<file path="src/cpu_defines.svh">
`ifndef CPU_DEFINES_SVH
`define CPU_DEFINES_SVH

// datapath and register index widths
`define XLEN 32
`define REG_ADDR_W 5

// first fetch address after reset
`define INITIAL_PC 32'h0000_0000

// major opcodes of the supported RV32I subset
`define OP_REG 7'b0110011
`define OP_IMM 7'b0010011
`define OP_LOAD 7'b0000011
`define OP_STORE 7'b0100011
`define OP_BRANCH 7'b1100011
`define OP_JAL 7'b1101111
`define OP_LUI 7'b0110111

`endif

</file>
<file path="src/cpu_pkg.sv">
`default_nettype none

`include "cpu_defines.svh"

package cpu_pkg;

	typedef logic [`XLEN-1:0] word_t;
	typedef logic [`REG_ADDR_W-1:0] reg_addr_t;

	// add is code zero, so a zero payload is harmless
	typedef enum logic [2:0] {
		ALU_ADD,
		ALU_SUB,
		ALU_AND,
		ALU_OR,
		ALU_XOR,
		ALU_SLT,
		ALU_PASS_B
	} alu_op_e;

	typedef enum logic {
		MEM_BYTE,
		MEM_WORD
	} mem_size_e;

	typedef enum logic [1:0] {
		FWD_REG,
		FWD_EX_MEM,
		FWD_MEM_WB
	} fwd_sel_e;

	typedef struct packed {
		logic reg_write;
		logic mem_read;
		logic mem_write;
		logic load_unsigned;
		mem_size_e mem_size;
		logic branch;
		logic branch_ne;
		logic jump;
		logic alu_src_imm;
		alu_op_e alu_op;
	} ctrl_t;

	typedef struct packed {
		word_t pc;
		word_t instr;
	} if_id_t;

	typedef struct packed {
		word_t pc;
		reg_addr_t rs1;
		reg_addr_t rs2;
		reg_addr_t rd;
		word_t rd_a;
		word_t rd_b;
		word_t imm;
		ctrl_t ctrl;
	} id_ex_t;

	typedef struct packed {
		reg_addr_t rd;
		word_t alu_result;
		word_t store_data;
		ctrl_t ctrl;
	} ex_mem_t;

	typedef struct packed {
		reg_addr_t rd;
		word_t alu_result;
		word_t load_word;
		logic [1:0] byte_offset;
		ctrl_t ctrl;
	} mem_wb_t;

	typedef struct packed {
		logic taken;
		word_t target;
	} redirect_t;

endpackage

`default_nettype wire

</file>
<file path="src/alu_exec.sv">
`timescale 1ns/10ps
`default_nettype none

module alu_exec (
	input cpu_pkg::id_ex_t id_ex,
	input cpu_pkg::fwd_sel_e fwd_a,
	input cpu_pkg::fwd_sel_e fwd_b,
	input cpu_pkg::word_t ex_fwd,
	input cpu_pkg::word_t wb_fwd,
	output cpu_pkg::ex_mem_t ex_mem,
	output cpu_pkg::redirect_t redirect
);

	cpu_pkg::word_t op_a;
	cpu_pkg::word_t op_b;
	cpu_pkg::word_t alu_b;
	cpu_pkg::word_t alu_out;
	logic equal;

	function automatic cpu_pkg::word_t pick_operand(input cpu_pkg::fwd_sel_e sel,
		input cpu_pkg::word_t reg_val);
		case (sel)
			cpu_pkg::FWD_EX_MEM: return ex_fwd;
			cpu_pkg::FWD_MEM_WB: return wb_fwd;
			default: return reg_val;
		endcase
	endfunction

	assign op_a = pick_operand(fwd_a, id_ex.rd_a);
	assign op_b = pick_operand(fwd_b, id_ex.rd_b);
	assign alu_b = id_ex.ctrl.alu_src_imm ? id_ex.imm : op_b;

	always_comb begin
		case (id_ex.ctrl.alu_op)
			cpu_pkg::ALU_SUB: alu_out = op_a - alu_b;
			cpu_pkg::ALU_AND: alu_out = op_a & alu_b;
			cpu_pkg::ALU_OR: alu_out = op_a | alu_b;
			cpu_pkg::ALU_XOR: alu_out = op_a ^ alu_b;
			cpu_pkg::ALU_SLT: alu_out = cpu_pkg::word_t'($signed(op_a) < $signed(alu_b));
			cpu_pkg::ALU_PASS_B: alu_out = alu_b;
			default: alu_out = op_a + alu_b;
		endcase
	end

	// branches compare the two register operands, never the immediate
	assign equal = (op_a == op_b);

	assign redirect.taken = id_ex.ctrl.jump ||
		(id_ex.ctrl.branch && (equal ^ id_ex.ctrl.branch_ne));
	assign redirect.target = id_ex.pc + id_ex.imm;

	assign ex_mem.rd = id_ex.rd;
	// jal links pc + 4
	assign ex_mem.alu_result = id_ex.ctrl.jump ? id_ex.pc + cpu_pkg::word_t'(4) : alu_out;
	assign ex_mem.store_data = op_b;
	assign ex_mem.ctrl = id_ex.ctrl;

endmodule

`default_nettype wire

</file>
<file path="src/cpu_core.sv">
`timescale 1ns/10ps
`default_nettype none

`include "cpu_defines.svh"

module cpu_core (
	input wire logic clock,
	input wire logic reset,
	output cpu_pkg::word_t pc,
	input cpu_pkg::word_t instr_in,
	output cpu_pkg::word_t data_addr,
	output logic ren,
	output logic wen,
	output cpu_pkg::word_t data_out,
	input cpu_pkg::word_t data_in,
	output logic [`XLEN/8-1:0] byte_select
);

	cpu_pkg::if_id_t if_id_d;
	cpu_pkg::if_id_t if_id_q;
	cpu_pkg::id_ex_t id_ex_d;
	cpu_pkg::id_ex_t id_ex_q;
	cpu_pkg::ex_mem_t ex_mem_d;
	cpu_pkg::ex_mem_t ex_mem_q;
	cpu_pkg::mem_wb_t mem_wb_d;
	cpu_pkg::mem_wb_t mem_wb_q;
	cpu_pkg::redirect_t redirect;
	cpu_pkg::fwd_sel_e fwd_a;
	cpu_pkg::fwd_sel_e fwd_b;
	cpu_pkg::reg_addr_t wb_rd;
	cpu_pkg::word_t wb_data;
	logic wb_write;
	logic stall;
	logic flush;

	fetch_unit u_fetch (
		.clock(clock),
		.reset(reset),
		.stall(stall),
		.redirect(redirect),
		.pc(pc)
	);

	assign if_id_d.pc = pc;
	assign if_id_d.instr = instr_in;

	pipe_reg #(.payload_t(cpu_pkg::if_id_t)) u_if_id (
		.clock(clock),
		.reset(reset),
		.hold(stall),
		.bubble(flush),
		.d(if_id_d),
		.q(if_id_q)
	);

	decode_stage u_decode (
		.clock(clock),
		.reset(reset),
		.if_id(if_id_q),
		.wb_write(wb_write),
		.wb_rd(wb_rd),
		.wb_data(wb_data),
		.id_ex(id_ex_d)
	);

	hazard_unit u_hazard (
		.id_ex(id_ex_q),
		.ex_mem(ex_mem_q),
		.mem_wb(mem_wb_q),
		.if_id(if_id_q),
		.redirect(redirect),
		.stall(stall),
		.flush(flush),
		.fwd_a(fwd_a),
		.fwd_b(fwd_b)
	);

	// load-use inserts a bubble here while IF/ID holds
	pipe_reg #(.payload_t(cpu_pkg::id_ex_t)) u_id_ex (
		.clock(clock),
		.reset(reset),
		.hold(1'b0),
		.bubble(stall | flush),
		.d(id_ex_d),
		.q(id_ex_q)
	);

	alu_exec u_alu (
		.id_ex(id_ex_q),
		.fwd_a(fwd_a),
		.fwd_b(fwd_b),
		.ex_fwd(ex_mem_q.alu_result),
		.wb_fwd(wb_data),
		.ex_mem(ex_mem_d),
		.redirect(redirect)
	);

	pipe_reg #(.payload_t(cpu_pkg::ex_mem_t)) u_ex_mem (
		.clock(clock),
		.reset(reset),
		.hold(1'b0),
		.bubble(1'b0),
		.d(ex_mem_d),
		.q(ex_mem_q)
	);

	store_align u_store (
		.ex_mem(ex_mem_q),
		.data_addr(data_addr),
		.ren(ren),
		.wen(wen),
		.byte_select(byte_select),
		.data_out(data_out)
	);

	assign mem_wb_d.rd = ex_mem_q.rd;
	assign mem_wb_d.alu_result = ex_mem_q.alu_result;
	assign mem_wb_d.load_word = data_in;
	assign mem_wb_d.byte_offset = ex_mem_q.alu_result[1:0];
	assign mem_wb_d.ctrl = ex_mem_q.ctrl;

	pipe_reg #(.payload_t(cpu_pkg::mem_wb_t)) u_mem_wb (
		.clock(clock),
		.reset(reset),
		.hold(1'b0),
		.bubble(1'b0),
		.d(mem_wb_d),
		.q(mem_wb_q)
	);

	writeback_unit u_wb (
		.mem_wb(mem_wb_q),
		.wb_write(wb_write),
		.wb_rd(wb_rd),
		.wb_data(wb_data)
	);

endmodule

`default_nettype wire

</file>
<file path="src/decode_stage.sv">
`timescale 1ns/10ps
`default_nettype none

`include "cpu_defines.svh"

module decode_stage (
	input wire logic clock,
	input wire logic reset,
	input cpu_pkg::if_id_t if_id,
	input wire logic wb_write,
	input cpu_pkg::reg_addr_t wb_rd,
	input cpu_pkg::word_t wb_data,
	output cpu_pkg::id_ex_t id_ex
);

	cpu_pkg::word_t regs [2**`REG_ADDR_W];
	cpu_pkg::word_t instr;
	cpu_pkg::word_t imm;
	cpu_pkg::ctrl_t ctrl;
	cpu_pkg::reg_addr_t rs1;
	cpu_pkg::reg_addr_t rs2;
	cpu_pkg::reg_addr_t rd;
	logic [6:0] opcode;
	logic [2:0] funct3;
	logic [6:0] funct7;

	assign instr = if_id.instr;
	assign opcode = instr[6:0];
	assign funct3 = instr[14:12];
	assign funct7 = instr[31:25];
	assign rs1 = instr[19:15];
	assign rs2 = instr[24:20];
	assign rd = instr[11:7];

	// x0 reads zero, a same-cycle writeback is passed through
	function automatic cpu_pkg::word_t read_reg(input cpu_pkg::reg_addr_t addr);
		if (addr == '0) begin
			return '0;
		end else if (wb_write && wb_rd == addr) begin
			return wb_data;
		end
		return regs[addr];
	endfunction

	always_ff @(posedge clock or negedge reset) begin
		if (!reset) begin
			for (int i = 0; i < 2**`REG_ADDR_W; i++) begin
				regs[i] <= '0;
			end
		end else if (wb_write && wb_rd != '0) begin
			regs[wb_rd] <= wb_data;
		end
	end

	// unsupported encodings fall out with ctrl all zero
	always_comb begin
		ctrl = '0;
		imm = '0;
		case (opcode)
			`OP_REG: begin
				ctrl.reg_write = 1'b1;
				case (funct3)
					3'b000: ctrl.alu_op = funct7[5] ? cpu_pkg::ALU_SUB : cpu_pkg::ALU_ADD;
					3'b111: ctrl.alu_op = cpu_pkg::ALU_AND;
					3'b110: ctrl.alu_op = cpu_pkg::ALU_OR;
					3'b100: ctrl.alu_op = cpu_pkg::ALU_XOR;
					3'b010: ctrl.alu_op = cpu_pkg::ALU_SLT;
					default: ctrl.reg_write = 1'b0;
				endcase
			end
			`OP_IMM: begin
				// addi only
				ctrl.reg_write = (funct3 == 3'b000);
				ctrl.alu_src_imm = 1'b1;
				imm = {{20{instr[31]}}, instr[31:20]};
			end
			`OP_LUI: begin
				ctrl.reg_write = 1'b1;
				ctrl.alu_src_imm = 1'b1;
				ctrl.alu_op = cpu_pkg::ALU_PASS_B;
				imm = {instr[31:12], 12'b0};
			end
			`OP_LOAD: begin
				ctrl.reg_write = (funct3 == 3'b000 || funct3 == 3'b100 || funct3 == 3'b010);
				ctrl.mem_read = ctrl.reg_write;
				ctrl.load_unsigned = funct3[2];
				ctrl.mem_size = funct3[1] ? cpu_pkg::MEM_WORD : cpu_pkg::MEM_BYTE;
				ctrl.alu_src_imm = 1'b1;
				imm = {{20{instr[31]}}, instr[31:20]};
			end
			`OP_STORE: begin
				ctrl.mem_write = (funct3 == 3'b000 || funct3 == 3'b010);
				ctrl.mem_size = funct3[1] ? cpu_pkg::MEM_WORD : cpu_pkg::MEM_BYTE;
				ctrl.alu_src_imm = 1'b1;
				imm = {{20{instr[31]}}, instr[31:25], instr[11:7]};
			end
			`OP_BRANCH: begin
				ctrl.branch = (funct3 == 3'b000 || funct3 == 3'b001);
				ctrl.branch_ne = funct3[0];
				imm = {{19{instr[31]}}, instr[31], instr[7], instr[30:25], instr[11:8], 1'b0};
			end
			`OP_JAL: begin
				ctrl.reg_write = 1'b1;
				ctrl.jump = 1'b1;
				imm = {{11{instr[31]}}, instr[31], instr[19:12], instr[20], instr[30:21], 1'b0};
			end
			default: begin
				ctrl = '0;
			end
		endcase
	end

	assign id_ex.pc = if_id.pc;
	assign id_ex.rs1 = rs1;
	assign id_ex.rs2 = rs2;
	// no destination unless the instruction writes a register
	assign id_ex.rd = ctrl.reg_write ? rd : '0;
	assign id_ex.rd_a = read_reg(rs1);
	assign id_ex.rd_b = read_reg(rs2);
	assign id_ex.imm = imm;
	assign id_ex.ctrl = ctrl;

endmodule

`default_nettype wire

</file>
<file path="src/fetch_unit.sv">
`timescale 1ns/10ps
`default_nettype none

`include "cpu_defines.svh"

module fetch_unit (
	input wire logic clock,
	input wire logic reset,
	input wire logic stall,
	input cpu_pkg::redirect_t redirect,
	output cpu_pkg::word_t pc
);

	cpu_pkg::word_t next_pc;

	// a redirect from EX beats a load-use stall
	always_comb begin
		if (redirect.taken) begin
			next_pc = redirect.target;
		end else if (stall) begin
			next_pc = pc;
		end else begin
			next_pc = pc + cpu_pkg::word_t'(4);
		end
	end

	always_ff @(posedge clock or negedge reset) begin
		if (!reset) begin
			pc <= `INITIAL_PC;
		end else begin
			pc <= next_pc;
		end
	end

endmodule

`default_nettype wire

</file>
<file path="src/hazard_unit.sv">
`timescale 1ns/10ps
`default_nettype none

module hazard_unit (
	input cpu_pkg::id_ex_t id_ex,
	input cpu_pkg::ex_mem_t ex_mem,
	input cpu_pkg::mem_wb_t mem_wb,
	input cpu_pkg::if_id_t if_id,
	input cpu_pkg::redirect_t redirect,
	output logic stall,
	output logic flush,
	output cpu_pkg::fwd_sel_e fwd_a,
	output cpu_pkg::fwd_sel_e fwd_b
);

	cpu_pkg::reg_addr_t id_rs1;
	cpu_pkg::reg_addr_t id_rs2;
	logic load_use;

	// nearest producer wins
	function automatic cpu_pkg::fwd_sel_e pick_fwd(input cpu_pkg::reg_addr_t src);
		if (src == '0) begin
			return cpu_pkg::FWD_REG;
		end else if (ex_mem.ctrl.reg_write && ex_mem.rd == src) begin
			return cpu_pkg::FWD_EX_MEM;
		end else if (mem_wb.ctrl.reg_write && mem_wb.rd == src) begin
			return cpu_pkg::FWD_MEM_WB;
		end
		return cpu_pkg::FWD_REG;
	endfunction

	assign id_rs1 = if_id.instr[19:15];
	assign id_rs2 = if_id.instr[24:20];

	// may stall on an unused rs field, which only costs a cycle
	assign load_use = id_ex.ctrl.mem_read && id_ex.rd != '0 &&
		(id_ex.rd == id_rs1 || id_ex.rd == id_rs2);

	assign flush = redirect.taken;
	assign stall = load_use && !redirect.taken;

	assign fwd_a = pick_fwd(id_ex.rs1);
	assign fwd_b = pick_fwd(id_ex.rs2);

endmodule

`default_nettype wire

</file>
<file path="src/pipe_reg.sv">
`timescale 1ns/10ps
`default_nettype none

// generic stage register, bubble has priority over hold
module pipe_reg #(
	parameter type payload_t = logic
) (
	input wire logic clock,
	input wire logic reset,
	input wire logic hold,
	input wire logic bubble,
	input payload_t d,
	output payload_t q
);

	always_ff @(posedge clock or negedge reset) begin
		if (!reset) begin
			q <= '0;
		end else if (bubble) begin
			// all-zero payload decodes as a no-op
			q <= '0;
		end else if (!hold) begin
			q <= d;
		end
	end

endmodule

`default_nettype wire

</file>
<file path="src/store_align.sv">
`timescale 1ns/10ps
`default_nettype none

`include "cpu_defines.svh"

module store_align (
	input cpu_pkg::ex_mem_t ex_mem,
	output cpu_pkg::word_t data_addr,
	output logic ren,
	output logic wen,
	output logic [`XLEN/8-1:0] byte_select,
	output cpu_pkg::word_t data_out
);

	logic [1:0] offset;
	logic [`XLEN/8-1:0] lanes;

	assign offset = ex_mem.alu_result[1:0];
	assign data_addr = ex_mem.alu_result;
	assign ren = ex_mem.ctrl.mem_read;
	assign wen = ex_mem.ctrl.mem_write;

	// one lane for byte accesses, all four for words
	assign lanes = (ex_mem.ctrl.mem_size == cpu_pkg::MEM_WORD) ? '1 :
		(`XLEN/8)'(1) << offset;
	assign byte_select = (ren || wen) ? lanes : '0;

	// move the low byte of rs2 into the addressed lane
	assign data_out = (ex_mem.ctrl.mem_size == cpu_pkg::MEM_WORD) ? ex_mem.store_data :
		cpu_pkg::word_t'(ex_mem.store_data[7:0]) << {offset, 3'b000};

endmodule

`default_nettype wire

</file>
<file path="src/writeback_unit.sv">
`timescale 1ns/10ps
`default_nettype none

module writeback_unit (
	input cpu_pkg::mem_wb_t mem_wb,
	output logic wb_write,
	output cpu_pkg::reg_addr_t wb_rd,
	output cpu_pkg::word_t wb_data
);

	cpu_pkg::word_t shifted;
	cpu_pkg::word_t load_val;
	logic [7:0] load_byte;

	// bring the addressed lane down to bits 7:0
	assign shifted = mem_wb.load_word >> {mem_wb.byte_offset, 3'b000};
	assign load_byte = shifted[7:0];

	always_comb begin
		if (mem_wb.ctrl.mem_size == cpu_pkg::MEM_WORD) begin
			load_val = mem_wb.load_word;
		end else if (mem_wb.ctrl.load_unsigned) begin
			load_val = {24'b0, load_byte};
		end else begin
			load_val = {{24{load_byte[7]}}, load_byte};
		end
	end

	assign wb_write = mem_wb.ctrl.reg_write;
	assign wb_rd = mem_wb.rd;
	assign wb_data = mem_wb.ctrl.mem_read ? load_val : mem_wb.alu_result;

endmodule

`default_nettype wire
</file>
<file path="config.mk">
export PLATFORM = sky130hd
export DESIGN_NAME = cpu_core
export DESIGN_NICKNAME = d
export VERILOG_FILES = /design/src/cpu_pkg.sv /design/src/alu_exec.sv /design/src/cpu_core.sv /design/src/decode_stage.sv /design/src/fetch_unit.sv /design/src/hazard_unit.sv /design/src/pipe_reg.sv /design/src/store_align.sv /design/src/writeback_unit.sv
export VERILOG_INCLUDE_DIRS = /design/src
export SDC_FILE = /design/constraint.sdc
export NUM_CORES = 2
export LEC_CHECK = 0
export ABC_AREA = 1
export BUFFER_PORTS_ARGS = -buffer_cell sky130_fd_sc_hd__clkbuf_2
export CORE_MARGIN = 1.5
export CORE_UTILIZATION = 35
export DETAILED_ROUTE_END_ITERATION = 7
export MAX_ROUTING_LAYER = met4
export PLACE_DENSITY = 0.55
export SLEW_MARGIN = 20
export SYNTH_ARGS = -nofsm -noshare
export SYNTH_HDL_FRONTEND = slang
export SYNTH_SLANG_ARGS = --single-unit
export TNS_END_PERCENT = 30
</file>
<file path="constraint.sdc">
create_clock -name clock -period 5.5 [get_ports clock]
set_input_delay 0.825 -clock clock [delete_from_list [all_inputs] [get_ports clock]]
set_output_delay 0.825 -clock clock [all_outputs]
set_load 0.02 [all_outputs]
</file>
==> run_results.csv <==
group,metric,value,unit
run_status,outcome,"complete, no violations",
synthesis,synth-seq-cells,1422,
synthesis,synth_ff_type,"dfrtp_1",
power,p_leak,39.9,nW
finish,regArea,35600,um2
detailed_routing,drt-total-wl,376000,um
power,p_total,30.2,mW
timing,clock.fmax,189,MHz
floorplanning,initial_core_util,35.3,%
detailed_routing,drc_errors,0,
setup_path,path_max_fanout,28,
clock_tree,numCtsBuffers,171,
detailed_routing,avgViaCountPerCell,5.84,
grt,grt_max_degree,198,
power,ir_worst_vdd,0.325,mV
synthesis,postSynthAreaPerCell,7.33,um2
timing,tightest_slew,1.24,ns
detailed_routing,drt_first_pass_iters,7,
synthesis,synthCells,11100,
timing,skew,0.0461,ns
detailed_routing,drt_iter0_drc,11100,
clock_tree,clock_sinks,1422,
timing,finalSetupViolations,0,
finish,nFillCells,23900,
finish,syn_to_final_growth,12.2,%
synthesis,synth_area,81200,um2
setup_path,required,6.25,ns
grt,grt_antenna_before_repair,27,
synthesis,async_flop_share,100,%
finish,final_cell_mix,"2578 x nand2_1, 1823 x o21ai_0, 1409 x dfrtp_1, 1001 x a21oi_1, 911 x inv_1",
setup_path,crit_type,"register to register",
finish,mostFrequentLayoutCell,"nand2_1",
clock_tree,cts_buffer_depth,3,
synthesis,yosysWarnings,0,
placement,port_buffers,167,
grt,first_global_vias,76400,
timing,worst_hold_slack,0.0874,ns
min_path,min_delay_path_depth,1,
setup_path,rr_worst_depth,24,
grt,track_usage,32.2,%
grt,grt.overflow.total,0,
timing,fin_tns_setup,0,ns
detailed_routing,wl_per_cell,26.9,um
clock_tree,clkTransAtPathRegs,0.06,ns
synthesis,synth_seq_area_share,43.8,%
grt,grt_pass1_wl,544000,um
timing,hold_violations,0,
clock_tree,htree_levels,4,
detailed_routing,ant_nets,0,
timing,relSlewSlack,16.8,%
synthesis,synth_fp_nets,11300,
placement,hpwl,243000,um
setup_path,end_kind,"register",
finish,nets,11000,
floorplanning,die_w,485,um
min_path,hold_class,"input port to register",
floorplanning,pin_count,168,
timing,rsz0062_at_grt,"no",
finish,drive_gt1_share,8.47,%
clock_tree,cts_tree,"done",
finish,multiInputGateArea,38400,um2
synthesis,synth_edf_count,0,
floorplanning,dieArea,235000,um2
setup_path,startpoint_type,"register",
timing,fin_crit_sh,96.1,%
placement,routabilityCongestion,1.03,
clock_tree,clk_latency,0.86,ns
power,power_density,332,nW/um2
flow_run,maxCapViolations,0,
floorplanning,core_area,230000,um2
synthesis,synth_cell_types,63,
setup_path,arrival,6.04,ns
finish,final_util,39.6,%
floorplanning,die_y,485,um
floorplanning,rows,176,
timing,maxSlewViolCount,0,
detailed_routing,num_vias,81700,
timing,timing.final.crit_period,5.29,ns
clock_tree,root_buffer,"clkbuf_16",
[logic make-up (layout without fill, tap and decap cells)]
kind of cell    count (synthesis)  in the layout  share of synthesized area [%]
compound gates               3518           3518                           24.1
simple gates                 4046           4046                           20.3
other cells                     0             18                              0
fa+ha+maj                     118            118                           1.83
buf+inv                      1888           1767                           9.08
xor+xnor                       83             83                          0.895
flops                        1422           1422                           43.8
[metrics by stage]
| step | setup slack (ns) | std cells | cell area [um2] |
|---|---|---|---|
| after CTS | 0.283 | 14000 | 91100 |
| after floorplan | 1.23 | 11100 | 81200 |
| after global placement | 0.139 | 13700 | 85200 |
| after detailed placement | 0.316 | 13700 | 85200 |
| after global routing | 0.00974 | 14000 | 91100 |
| final | 0.214 | 14000 | 91100 |
[flip-flops by register name, summed over array words and instances, names as in the netlist]
signal         flops
u_mem_wb.q        73
u_ex_mem.q        74
u_decode.regs   1024
u_fetch.pc        32
u_id_ex.q        155
u_if_id.q         64
[critical path, stage by stage (launching register included)]
cell and delay (ns):
dfrtp_2 0.48, clkinv_1 0.12, buf_4 0.16, nand3_1 0.10, nand2_2 0.11, nand3_4 0.30, nand2_1 0.41, nand2_1 0.12
buf_4 0.25, inv_1 0.13, nand2_1 0.05, nand3_1 0.31, nand3_1 0.52, nand2_1 0.42, nand2_1 0.23, nor2_1 0.53
inv_1 0.08, nor2_1 0.13, nand3_1 0.19, nand3_1 0.18, nand2_1 0.06, nand3_1 0.10, nand3_1 0.08, nand2_1 0.07
inv_1 0.04
[cell type report]
class                           count  area share, %
Timing Repair Buffer              480           4.08
Multi-Input combinational cell   7765           42.2
Antenna cell                       18         0.0494
Sequential cell                  1422           39.1
Clock buffer                      252           5.53
Inverter                          972           4.05
Clock inverter                     63          0.903
Tap cell                         3026           4.15
[synth_stat cells (all sizes together), types with 2 or more instances]
cell	n	area (um2)
nand2	2593	9770
o21ai	1848	9250
dfrtp	1422	35600
a21oi	1006	5060
inv	942	3540
clkbuf	729	2740
nand3	638	3230
nor2	627	2390
o211ai	293	2220
buf	187	987
ha	117	1460
o221ai	75	657
a31oi	73	457
nand4	69	438
a221oi	57	499
xor2	57	499
nor3	54	270
a32o	51	510
or2	33	206
a311oi	31	272
clkinv	30	113
o22ai	27	169
xnor2	26	228
nor4	13	81.3
o31ai	11	82.6
o2111ai	9	78.8
nor3b	6	45.0
a211oi	4	30.0
a22oi	4	30.0
and2	4	25.0
nand3b	4	30.0
o21a	4	30.0
o21bai	4	30.0
o311ai	4	35.0
o32ai	4	35.0
a2111oi	3	26.3
a21o	3	22.5
a41oi	2	17.5
nand2b	2	12.5
[where the power goes]
part | total [mW] | switching [mW] | leakage, nW | internal [mW]
sequential | 11.6 | 0.675 | 19.3 | 10.9
combinational | 6.67 | 5.03 | 17.7 | 1.64
clock | 12.0 | 4.95 | 2.88 | 7.02
total | 30.2 | 10.7 | 39.9 | 19.6
[layer usage]
layer	part of all wire, %	GRT usage (%)
met1	44	44.7
met2	41	44.7
met3	10	6.72
met4	4.9	14.2
met5	0	-
[worst paths after layout]
check | end | startpoint | slack (ns)
hold reg to reg | u_mem_wb.q[8] | u_ex_mem.q[8] | 0.34
setup reg to reg | u_ex_mem.q[72] | u_mem_wb.q[47] | 0.21
hold / removal | u_mem_wb.q[25] | data_in[11] | 0.09
max in group asynchronous | u_decode.regs[710] | reset | 3.29
min in group asynchronous | u_decode.regs[841] | reset | 0.50
setup / recovery | u_ex_mem.q[72] | u_mem_wb.q[47] | 0.21
[what timing repair did]
action                                  CTS  global route
endpoints found under the setup margin    0            15
buffers inserted                          0             0
resized for setup                         0            14
hold buffers                              1             0
hold endpoints to repair                  1             0
Power figures use the tool's default switching activity.
